--- config.mk ---
export PLATFORM = sky130hd
export DESIGN_NAME = kind_table
export DESIGN_NICKNAME = d
export VERILOG_FILES = /design/src/rtl/bp_isa_pkg.sv /design/src/rtl/kind_table.sv
export SDC_FILE = /design/constraint.sdc
export NUM_CORES = 1
export LEC_CHECK = 0
export ABC_AREA = 0
export BUFFER_PORTS_ARGS = -buffer_cell sky130_fd_sc_hd__clkbuf_2
export CAP_MARGIN = 20
export CORE_MARGIN = 4
export CORE_UTILIZATION = 23
export CTS_CLUSTER_SIZE = 12
export DETAILED_ROUTE_END_ITERATION = 7
export PLACE_DENSITY = 0.49
export SYNTH_ARGS = -nofsm -noshare
export SYNTH_HDL_FRONTEND = slang
export SYNTH_SLANG_ARGS = --single-unit
--- constraint.sdc ---
create_clock -name clk -period 2.4 [get_ports clk]
set_clock_uncertainty 0.2 [all_clocks]
set_input_delay 0.24 -clock clk [delete_from_list [all_inputs] [get_ports clk]]
set_output_delay 0.24 -clock clk [all_outputs]
set_load 0.01 [all_outputs]
--- src/rtl/bp_isa_pkg.sv ---
package bp_isa_pkg;

    localparam int addr_w = 30;  // word address

    typedef enum logic [2:0] {
        not_jump      = 3'd0,
        direct_jump   = 3'd1,
        jump          = 3'd2,
        call          = 3'd3,
        ret           = 3'd4,
        indirect_jump = 3'd5,
        other_jump    = 3'd6
    } branch_kind_e;

    // xor-fold pc into the low width bits, upper bits stay zero
    function automatic logic [15:0] fold_hash(input logic [addr_w-1:0] pc,
                                              input int unsigned width);
        logic [15:0] res;
        res = '0;
        for (int i = 0; i < addr_w; i++) begin
            res[i % width] = res[i % width] ^ pc[i];
        end
        return res;
    endfunction

    function automatic logic [15:0] mix_hash(input logic [15:0] pc_fold,
                                             input logic [15:0] hist,
                                             input int unsigned width);
        logic [15:0] mask;
        mask = (16'(1) << width) - 16'(1);
        return (fold_hash(addr_w'(pc_fold), width) ^ hist) & mask;
    endfunction

    // 2-bit saturating step
    function automatic logic [1:0] cnt_step(input logic [1:0] cnt, input logic up);
        if (up) begin
            return (cnt == 2'b11) ? cnt : cnt + 2'd1;
        end
        return (cnt == 2'b00) ? cnt : cnt - 2'd1;
    endfunction

endpackage

--- src/rtl/kind_table.sv ---
module kind_table #(
    parameter int k_width = 6
) (
    input  logic                     clk,
    input  logic                     rstn,
    input  logic [k_width-1:0]       rd_idx,
    output bp_isa_pkg::branch_kind_e kind,
    input  logic                     update_en,
    input  logic [k_width-1:0]       wr_idx,
    input  bp_isa_pkg::branch_kind_e wr_kind
);
    localparam int entries = 1 << k_width;

    bp_isa_pkg::branch_kind_e kind_mem [entries];
    logic [entries-1:0]       valid;

    // empty slots look like plain instructions
    assign kind = valid[rd_idx] ? kind_mem[rd_idx] : bp_isa_pkg::not_jump;

    always_ff @(posedge clk) begin
        if (!rstn) begin
            valid <= '0;
        end else if (update_en) begin
            valid[wr_idx] <= 1'b1;
        end
    end

    always_ff @(posedge clk) begin
        if (update_en) begin
            kind_mem[wr_idx] <= wr_kind;
        end
    end

endmodule

Yosys cells after proc, flatten, opt, wreduce, memory -nomap -nowiden --
Memories as Yosys holds them, arrays and structs flattened. Index checks and enable logic that the tools add are counted.
Word-level totals: register bits after elaboration 64, memory bits (writable) 192, input port bits 18, output and inout port bits 3, logic and storage cells 14, memories 1
Operators by class: $lt $le $gt $ge 3, muxes and demuxes 7, bitwise gates (word level) 1, reduce and logical (&&, ||, !) cells 1
Memories:
- kind_mem | depth 64, bits a word 3, read ports 1, clocked after memory_dff 0, write ports 1, line kind_table.sv:14 | bp_isa_pkg::branch_kind_e kind_mem [entries];
Operators by type and width (number):
- bitwise OR 64 bit | 1
- less-than comparator 6 x 7 -> 1 bit (second input constant) | 2
- binary-select mux 1 bit (select 6 bit) | 1
- demux 1 bit (select 6 bit) | 1
- greater-or-equal comparator 6 x 1 -> 1 bit (second input constant) | 1
- 2-to-1 mux 1 bit | 4
- 2-to-1 mux 3 bit | 1
- logical AND 1 bit | 1

Longest topological paths before layout --
Gate-level depths: netlist of the first run.
depth in word-level cells 5, mapped depth 9, depth with buffers taken out 6

Worst setup path after synthesis of the first run --
Ideal clock, no wire load.
path kind in2out, from input port rd_idx[0], to output port kind[0], arrival time 1822 ps, data required time 1960 ps, setup slack 138 ps, stages 8, buffers on the path 2, cell sequence buf_6 > buf_8 > and2_1 > a22o_1 > o311a_4 > a211oi_1 > a31oi_1 > nor3_1
Between the ends: cells in the longest elaborated chain, start to end 3, elaborated cells on any way between the ends 4, those cells by class mux: 3; memory: 1
RTL lines:
- start: declaration | line kind_table.sv:6 | input logic [k_width-1:0] rd_idx,
- binary-select mux 1 bit (select 6 bit) | line kind_table.sv:18 | assign kind = valid[rd_idx] ? kind_mem[rd_idx] : bp_isa_pkg::not_jump;
- 2-to-1 mux 1 bit (implied by the code) | line kind_table.sv:18
- 2-to-1 mux 3 bit * | line kind_table.sv:18
- end: declaration | line kind_table.sv:7 | output bp_isa_pkg::branch_kind_e kind,
Mark *: on every way between the ends. The rest lies on a longest branch, timed or not. The select of a mux whose other input is x is not followed.

Worst setup path after layout of the first run --
from register valid[28], to output port kind[0]
Between the ends: cells in the longest elaborated chain, start to end 3
RTL lines:
- start: declaration | line kind_table.sv:15 | logic [entries-1:0] valid;
- start signal: assignment | line kind_table.sv:22 | valid <= '0;
- start signal: indexed assignment | line kind_table.sv:24 | valid[wr_idx] <= 1'b1;
- binary-select mux 1 bit (select 6 bit) | line kind_table.sv:18
- 2-to-1 mux 1 bit (implied by the code) | line kind_table.sv:18
- 2-to-1 mux 3 bit | line kind_table.sv:18
No other way between the ends. The select of a mux whose other input is x is not followed.

==> results of run 1 <==
-- critical path, delay by kind of cell, from the launching register on --
kind                   cells  cell delay (ns)
AO/OA/AOI/OAI              2             0.53
AND/OR/NAND/NOR            3             0.51
multiplexers               1             0.46
flip-flops                 1             0.31
buffers and inverters      1             0.14
-- synthesized netlist by cell type (all sizes together) --
library cell	count
a22oi	7
a21oi	3
o21ai	1
or2	3
a31oi	4
nand4	3
a221oi	11
a311oi	1
nor2b	8
nand2b	6
o21a	64
or3	1
a22o	10
o311a	1
buf	19
mux4	60
nand3	7
dfxtp	64
nand3b	3
edfxtp	192
nor2	65
mux2i	10
a211oi	2
clkbuf	17
o22ai	3
and2	2
nand2	8
nor3	13
inv	5
-- registers in the layout, indices dropped and copies added (netlist names) --
name      flops
valid        64
kind_mem    192
-- final cells by class --
class | count | area [um^2]
fill | 4354 | 30900
clock inverter | 7 | 68.8
timing repair buffer | 113 | 916
clock buffer | 43 | 746
inverter | 5 | 18.8
tap | 585 | 732
sequential | 256 | 7050
multi-input combinational | 296 | 3010
-- where the power goes --
group	switching [mW]	internal [mW]
clock	1.66	2.24
sequential	0.00892	4.78
combinational	0.343	0.247
-- what timing repair did --
item	in CTS	in global routing
setup endpoints to repair	3	3
gates resized for setup	19	5
pin swaps	17	2
-- layer usage --
layer  up-vias  GRT usage (%)
met5         -              0
met4         0           3.83
met3        53           1.65
met2       136           18.1
met1      2927           13.9
li1       2574              -
-- cell families after synthesis --
kind of cell,synth area share (%)
AOI/OAI and AO/OA,8.47
buffers and inverters,2.37
DFF,69.2
and+or+nand+nor,5.41
muxes,14.5
-- worst max-delay path by stage --
| stage | startpoint | to | slack, ns | depth (start not counted) |
|---|---|---|---|---|
| 2_1_floorplan | rd_idx[0] | kind[0] | 0.14 | 8 |
| 3_3_place_gp | rd_idx[0] | kind[2] | -0.55 | 9 |
| 3_5_place_dp | rd_idx[0] | kind[0] | -0.53 | 9 |
| 4_1_cts | valid[44]$_SDFFE_PN0P_ | kind[1] | -0.56 | 7 |
| 5_1_grt | valid[28]$_SDFFE_PN0P_ | kind[0] | -0.63 | 7 |
| 6_report | valid[28]$_SDFFE_PN0P_ | kind[0] | -0.52 | 7 |
-- per-stage QoR --
step           setup slack (ns)  TNS (ns)  utilization [%]  power (mW)
2_1_floorplan             0.138         0                -        5.19
3_3_place_gp             -0.550     -1.59             26.8        5.46
3_5_place_dp             -0.531     -1.54             26.8        5.46
4_1_cts                  -0.555     -1.64             28.8        9.38
5_1_grt                  -0.633     -1.87             28.9        9.62
6_report                 -0.521     -1.54             28.9        9.27
==> impl_metrics.csv, run 1 <==
group,metric,value,unit
worst_setup_path,r2r-end,"valid[2]$_SDFFE_PN0P_",
sta,rsz0062_at_grt,"true",
hold_path,min_to,"valid[17]$_SDFFE_PN0P_",
worst_setup_path,slowest_stage,"mux4_2",
routing,remaining_drc_errors,0,
place,io_buffers,20,
yosys,yosysTopAreaCell,"edfxtp_1",
worst_setup_path,worstSetupEndpointType,"output port",
sta,min_period,2.92,ns
clock_network,cts_sinks,256,
floorplan,coreArea,43500,um^2
yosys,synth.top_cell.area_share,56.6,%
sta,slew-limit-headroom,38.6,%
yosys,ys_seq_elements,256,
routing,routedWlPerCell,19.5,um
floorplan,start_util,23.4,%
cells_and_area,finish.instance_area,12500,um^2
worst_setup_path,r2r_slack,1.58,ns
routing,met1_length,11000,um
clock_network,post_cts_buffers,0,
worst_setup_path,cp.arrival,2.48,ns
sta,final-setup-viol-count,3,
global_route,grt-ovfl-total,0,
global_route,grt_pass1_vias,5880,
worst_setup_path,path_max_fanout,3,
yosys,syn_area,10200,um^2
worst_setup_path,crit_type,"flop to output port",
floorplan,die_h,218,um
global_route,grt_pass1_wl,38400,um
sta,worst_pin_slew,0.921,ns
clock_network,cts_root_buffer,"clkbuf_16",
sta,layout_setup_ws,-0.521,ns
worst_setup_path,worstPathCellList,"mux4_2, or2_4, a211oi_4, nand2b_1, a31oi_4, nor3_2, clkbuf_2",
hold_path,hold_path_depth,2,
sta,fin_crit_sh,122,%
clock_network,cts_tree,"done",
routing,drtIter0Drc,408,
run,maxCapViolCount,0,
routing,totalWireLength,25500,um
clock_network,clockBufferDepth,3,
yosys,synthesis.nets,611,
outcome,outcome,"finished, violations left",
sta,whs,0.119,ns
pwr,p_leak,4.13,nW
clock_network,numCtsBuffers,27,
clock_network,htreeDepth,1,
routing,firstDrtPassIters,5,
routing,antenna_left,0,
routing,wl_met2,12500,um
floorplan,dieArea,47700,um^2
cells_and_area,layout-drive-gt1-share,31.5,%
floorplan,die_w,218,um
yosys,synth_area_leaders,"edfxtp_1 (57%), dfxtp_1 (13%), mux4_2 (12%)",
clock_network,clk_pin_slew,0.06,ns
worst_setup_path,required,1.96,ns
routing,vias,5690,
yosys,synth.distinct_cells,38,
place,hpwlAfterDp,17600,um
worst_setup_path,r2r_start,"valid[2]$_SDFFE_PN0P_",
global_route,antenna_found_initial,1,
routing,vias_per_cell,4.36,
clock_network,clk_latency,0.53,ns
hold_path,holdCritStartpoint,"rstn",
outcome,violations,"setup timing",
floorplan,pin_count,21,
cells_and_area,nNetsFinal,717,
cells_and_area,final_common_cell,"edfxtp_1",
worst_setup_path,critPathMaxStageDelay,0.46,ns
yosys,syn_inst,593,
global_route,grt_max_degree,65,
place,place_congestion,0.760,
hold_path,hp-class,"input pin to flop",
yosys,synth.avg_cell_area,17.2,um^2
routing,detailroute.wirelength.met3,1120,um
cells_and_area,final_cells,1305,
clock_network,hold_buffers,0,
sta,hold_violations,0,
cells_and_area,areaGrowthSynthToFinish,23.2,%
yosys,yosysWarnings,0,
pwr,peakVddDrop,0.396,mV
cells_and_area,diodes,0,
worst_setup_path,start_kind,"flop",
worst_setup_path,worstRegToRegCells,1,
routing,maxUsedRoutingLayer,"met4",
global_route,grt_use_total,10.7,%
floorplan,rows,76,
yosys,seq_area_frac_synth,69.2,%
sta,timing.fmax,0.342,GHz
cells_and_area,layout_common_cells,"edfxtp_1 (192), buf_4 (86), nor2_1 (64), o21a_1 (64), dfxtp_1 (63)",
place,place_inst,1258,
place,place_area,11600,um^2
sta,slew_violations,0,
pwr,p_per_area,740,nW/um^2
Power figures use the tool's default switching activity.
==> run 2, diff against run 1 <==
--- a/config.mk
+++ b/config.mk
@@ -6,13 +6,14 @@
 export NUM_CORES = 1
 export LEC_CHECK = 0
 export ABC_AREA = 0
-export BUFFER_PORTS_ARGS = -buffer_cell sky130_fd_sc_hd__clkbuf_2
 export CAP_MARGIN = 20
 export CORE_MARGIN = 4
 export CORE_UTILIZATION = 23
 export CTS_CLUSTER_SIZE = 12
 export DETAILED_ROUTE_END_ITERATION = 7
-export PLACE_DENSITY = 0.49
+export DONT_BUFFER_PORTS = 1
+export GPL_ROUTABILITY_DRIVEN = 0
+export PLACE_DENSITY = 0.39
 export SYNTH_ARGS = -nofsm -noshare
 export SYNTH_HDL_FRONTEND = slang
 export SYNTH_SLANG_ARGS = --single-unit
==> impl_metrics.csv, run 2 (same netlist as run 1, synthesis figures left out) <==
group,metric,value,unit
outcome,outcome,"finished, violations left",
outcome,violations,"setup timing",
cells_and_area,regMostFlops,"kind_mem",
pwr,design_power_total,9.77,mW
place,place_inst,1177,
floorplan,pin_count,21,
place,hpwlAfterDp,16700,um
hold_path,hold_path_depth,2,
worst_setup_path,required,1.96,ns
worst_setup_path,cp.arrival,2.62,ns
worst_setup_path,critPathMaxStageDelay,0.46,ns
floorplan,die_h,218,um
sta,worst_pin_slew,0.632,ns
worst_setup_path,crit_family,"compound AO/OA/AOI/OAI gates",
sta,min_period,3.06,ns
sta,rsz0062_at_grt,"true",
worst_setup_path,start_kind,"flop",
cells_and_area,areaGrowthSynthToFinish,19.8,%
clock_network,numCtsBuffers,29,
global_route,grt_max_degree,69,
global_route,grt-ovfl-total,0,
cells_and_area,layout_common_cells,"edfxtp_1 (192), nor2_1 (65), o21a_1 (64), dfxtp_1 (63), mux4_2 (52)",
floorplan,die_w,218,um
cells_and_area,largest_reg_flops,192,
routing,vias,5454,
sta,fin_crit_sh,128,%
worst_setup_path,path_max_fanout,3,
clock_network,htreeDepth,1,
floorplan,start_util,23.4,%
clock_network,cts_root_buffer,"clkbuf_16",
global_route,grt_use_total,11.0,%
cells_and_area,layout-drive-gt1-share,21.9,%
cells_and_area,reg_top3,"kind_mem x192, valid x64",
sta,finalSetupTns,-1.98,ns
worst_setup_path,crit_path_frequent_cell,"buf_4",
clock_network,clk_latency,0.53,ns
routing,vias_per_cell,4.37,
pwr,p_per_area,801,nW/um^2
worst_setup_path,crit_cells,9,
pwr,p_leak,3.90,nW
sta,timing.fmax,0.327,GHz
worst_setup_path,worstSetupEndpointType,"output port",
clock_network,cts_sinks,256,
routing,antenna_left,0,
pwr,intPower,7.85,mW
cells_and_area,final_cells,1247,
cells_and_area,nNetsFinal,658,
pwr,power.share.clock,46.5,%
sta,final-setup-viol-count,3,
clock_network,clk_pin_slew,0.06,ns
run,maxCapViolCount,0,
routing,drtIter0Drc,268,
sta,slew-limit-headroom,57.8,%
cells_and_area,n_fill_cell,4352,
global_route,grt_pass1_vias,5886,
worst_setup_path,cp_num_buf_inv,3,
floorplan,rows,76,
floorplan,dieArea,47700,um^2
sta,layout_setup_ws,-0.661,ns
global_route,antenna_found_initial,0,
worst_setup_path,worstPathCellList,"mux4_2, or2_1, a311oi_2, buf_4, a211oi_1, a31oi_1, buf_4, nor3_1, buf_4",
routing,remaining_drc_errors,0,
place,io_buffers,0,
cells_and_area,final_common_cell,"edfxtp_1",
pwr,p_sw,1.92,mW
clock_network,cts_tree,"done",
global_route,grt_pass1_wl,39400,um
floorplan,coreArea,43500,um^2
cells_and_area,seq_area,7050,um^2
routing,routedWlPerCell,21.1,um
cells_and_area,post-route-util,28.1,%
hold_path,hp-class,"input pin to flop",
sta,slew_violations,0,
worst_setup_path,worstRegToRegCells,2,
cells_and_area,diodes,0,
pwr,swShare,19.7,%
pwr,peakVddDrop,0.438,mV
cells_and_area,multi_input_area,2900,um^2
worst_setup_path,slowest_stage,"mux4_2",
routing,totalWireLength,26300,um
sta,hold_violations,0,
worst_setup_path,crit_type,"flop to output port",
clock_network,clockBufferDepth,3,
routing,firstDrtPassIters,4,
pwr,seqPwrFrac,49.0,%
pwr,combinationalPowerShare,4.5,%
clock_network,post_cts_buffers,0,
run 2: power by group through the flow:
stage | registers [mW] | logic [mW] | clock network, mW
6_report | 4.79 | 0.437 | 4.54
5_1_grt | 4.79 | 0.469 | 4.87
4_1_cts | 4.79 | 0.446 | 4.67
3_5_place_dp | 4.89 | 0.328 | 0
3_3_place_gp | 4.88 | 0.329 | 0
2_1_floorplan | 4.88 | 0.310 | 0
run 2: layer usage:
| layer | vias to the layer above | wire (um) | global-route usage (%) |
|---|---|---|---|
| li1 | 2461 | - | - |
| met1 | 2819 | 11500 | 14.5 |
| met2 | 126 | 12500 | 18.7 |
| met3 | 48 | 1540 | 2.17 |
| met4 | 0 | 739 | 3.01 |
| met5 | - | 0 | 0 |
run 2: metrics by stage:
stage               instance area (um^2)  hold WS [ns]  setup WS (ns)
floorplan                          10200         0.139          0.138
global placement                   11000         0.148         -0.264
detailed placement                 11000         0.150         -0.272
CTS                                12200        0.0233         -0.710
global route                       12200        0.0572         -0.799
finish                             12200        0.0539         -0.661
run 2: area by class of cell:
cell class              instances  share of cell area [%]
clock inverters                13                    1.54
inverters                       5                   0.154
multi-input cells             296                    23.8
repair buffers                 52                    4.12
well taps                     585                    6.00
flip-flops and latches        256                    57.8
clock buffers                  40                    6.61
run 2: worst paths after layout:
kind	start	endpoint	slack [ns]
min	wr_idx[2]	kind_mem[43][0]$_DFFE_PP_	0.05
min reg2reg	valid[60]$_SDFFE_PN0P_	valid[60]$_SDFFE_PN0P_	0.26
max	valid[3]$_SDFFE_PN0P_	kind[2]	-0.66
max reg2reg	valid[42]$_SDFFE_PN0P_	valid[42]$_SDFFE_PN0P_	1.06
run 2: timing repair:
item | CTS | global route
hold endpoints to repair | 304 | 0
hold buffers | 17 | 0
gates resized for setup | 3 | 1
endpoints found under the setup margin | 3 | 3
run 2: worst reg2reg max path, delay by kind of cell, from the launching register on:
| family | cells | cell delay [ns] |
|---|---|---|
| flip-flops | 1 | 0.31 |
| AO/OA/AOI/OAI | 1 | 0.17 |
| buffers and inverters | 1 | 0.54 |
==> run 3, diff against run 2 <==
--- a/config.mk
+++ b/config.mk
@@ -13,6 +13,7 @@
 export DETAILED_ROUTE_END_ITERATION = 7
 export DONT_BUFFER_PORTS = 1
 export GPL_ROUTABILITY_DRIVEN = 0
+export GPL_TIMING_DRIVEN = 0
 export PLACE_DENSITY = 0.39
 export SYNTH_ARGS = -nofsm -noshare
 export SYNTH_HDL_FRONTEND = slang
==> impl_metrics.csv, run 3 (same netlist as run 1, synthesis figures left out) <==
group,metric,value,unit
routing,maxUsedRoutingLayer,"met4",
cells_and_area,n_fill_cell,4369,
place,place_area,10900,um^2
outcome,outcome,"finished, violations left",
clock_network,clk_pin_slew,0.06,ns
floorplan,die_h,218,um
cells_and_area,nNetsFinal,651,
cells_and_area,multi_input_area,3020,um^2
cells_and_area,diodes,0,
floorplan,pin_count,21,
global_route,grt_max_degree,65,
sta,final-setup-viol-count,3,
routing,wl_met2,14100,um
floorplan,coreArea,43500,um^2
sta,hold_violations,0,
cells_and_area,largest_reg_flops,192,
pwr,design_power_total,9.62,mW
clock_network,cts_tree,"done",
hold_path,hp-class,"input pin to flop",
clock_network,numCtsBuffers,29,
worst_setup_path,worstPathCellList,"mux4_2, or2_1, a31oi_1, a211oi_2, a31oi_4, nor3_4",
global_route,grt_pass1_vias,5988,
clock_network,clk_latency,0.54,ns
sta,timing.fmax,0.346,GHz
worst_setup_path,critPathMaxStageDelay,0.49,ns
routing,detailroute.wirelength.met3,1270,um
pwr,p_per_area,795,nW/um^2
routing,firstDrtPassIters,5,
routing,vias_per_cell,4.47,
routing,antenna_left,0,
worst_setup_path,start_kind,"flop",
pwr,peakVddDrop,0.493,mV
global_route,grt_use_total,12.0,%
worst_setup_path,slowest_stage,"mux4_2",
place,io_buffers,0,
place,hpwlAfterDp,19300,um
clock_network,cts_sinks,256,
floorplan,dieArea,47700,um^2
global_route,grt_pass1_wl,41700,um
worst_setup_path,crit_type,"flop to output port",
worst_setup_path,path_max_fanout,3,
floorplan,die_w,218,um
sta,layout_setup_ws,-0.487,ns
sta,slew-limit-headroom,46.9,%
routing,drtIter0Drc,480,
sta,slew_violations,0,
cells_and_area,reg_top3,"kind_mem x192, valid x64",
sta,min_period,2.89,ns
worst_setup_path,required,1.96,ns
routing,routedWlPerCell,23.0,um
clock_network,htreeDepth,1,
cells_and_area,finish.instance_area,12100,um^2
floorplan,rows,76,
routing,vias,5551,
global_route,antenna_found_initial,0,
cells_and_area,final_common_cell,"edfxtp_1",
cells_and_area,regMostFlops,"kind_mem",
routing,remaining_drc_errors,0,
cells_and_area,areaGrowthSynthToFinish,18.9,%
outcome,violations,"setup timing",
clock_network,cts_root_buffer,"clkbuf_16",
worst_setup_path,cp.arrival,2.45,ns
sta,worst_pin_slew,0.796,ns
floorplan,start_util,23.4,%
routing,met1_length,12400,um
sta,rsz0062_at_grt,"true",
cells_and_area,layout_common_cells,"edfxtp_1 (192), nor2_1 (65), o21a_1 (64), dfxtp_1 (61), mux4_2 (54)",
routing,totalWireLength,28600,um
global_route,grt-ovfl-total,0,
worst_setup_path,worstSetupEndpointType,"output port",
clock_network,clockBufferDepth,3,
sta,fin_crit_sh,120,%
cells_and_area,seq_area,7050,um^2
run,maxCapViolCount,0,
cells_and_area,layout-drive-gt1-share,22.7,%
pwr,p_leak,3.79,nW
[run 3: cell types whose count changed in the layout (fill, tap and decap cells not counted), moves of 3 or more]
cell,delta
buf_2,+7
nor3_4,+4
a221oi_1,-4
dlygate4sd3_1,-7
nor3_1,-4
a221oi_2,+4
o22ai_2,+3
clkbuf_1,+16
o22ai_1,-3
bufinv_16,-3
buf_6,+4
buf_4,-29
[run 3: critical path, delay by kind of cell, from the launching register on]
family	cells	cell delay, ns
AND/OR/NAND/NOR	2	0.31
AO/OA/AOI/OAI	3	0.77
multiplexers	1	0.49
flip-flops	1	0.31
[run 3: worst paths after layout]
| path | cells past startpoint | startpoint | slack (ns) | endpoint |
|---|---|---|---|---|
| hold / removal | 3 | wr_idx[3] | 0.05 | kind_mem[48][0]$_DFFE_PP_ |
| hold reg to reg | 1 | valid[28]$_SDFFE_PN0P_ | 0.26 | valid[28]$_SDFFE_PN0P_ |
| setup / recovery | 6 | valid[53]$_SDFFE_PN0P_ | -0.49 | kind[2] |
| setup reg to reg | 1 | valid[20]$_SDFFE_PN0P_ | 1.57 | valid[20]$_SDFFE_PN0P_ |
[run 3: repair_timing]
action                                  4_1_cts  5_1_grt
pin swaps                                     7        5
resized for setup                            22        9
hold buffers                                  9        0
endpoints found under the hold margin       221        0
setup buffers                                 0        0
endpoints found under the setup margin        3        3
[run 3: layer usage]
metal | vias to the layer above | track usage [%]
li1 | 2450 | -
met1 | 2920 | 15.5
met2 | 131 | 20.5
met3 | 50 | 2.24
met4 | 0 | 3.43
met5 | - | 0
[run 3: metrics by stage]
step / setup TNS, ns / std cells / worst slack, ns / hold slack [ns] / utilization [%]
2_1_floorplan: 0 / 593 / 0.138 / 0.139 / -
3_3_place_gp: -2.30 / 1178 / -0.813 / 0.146 / 25.1
3_5_place_dp: -2.22 / 1178 / -0.793 / 0.147 / 25.1
4_1_cts: -1.57 / 1241 / -0.524 / 0.0307 / 27.8
5_1_grt: -1.75 / 1241 / -0.607 / 0.0720 / 27.9
6_report: -1.46 / 1241 / -0.487 / 0.0498 / 27.9
[run 3: area by class of cell]
cell class	instances	area share (%)
clock inverters	14	1.06
plain buffers	36	1.86
clock buffers	40	6.50
inverters	5	0.155
multi-input cells	296	25.0
well taps	585	6.05
repair buffers	9	1.18
flip-flops and latches	256	58.2
[run 3: power by group]
part	internal, mW	switching (mW)
logic	0.213	0.360
registers	4.78	0.00919
clock network	2.50	1.76
total	7.50	2.13
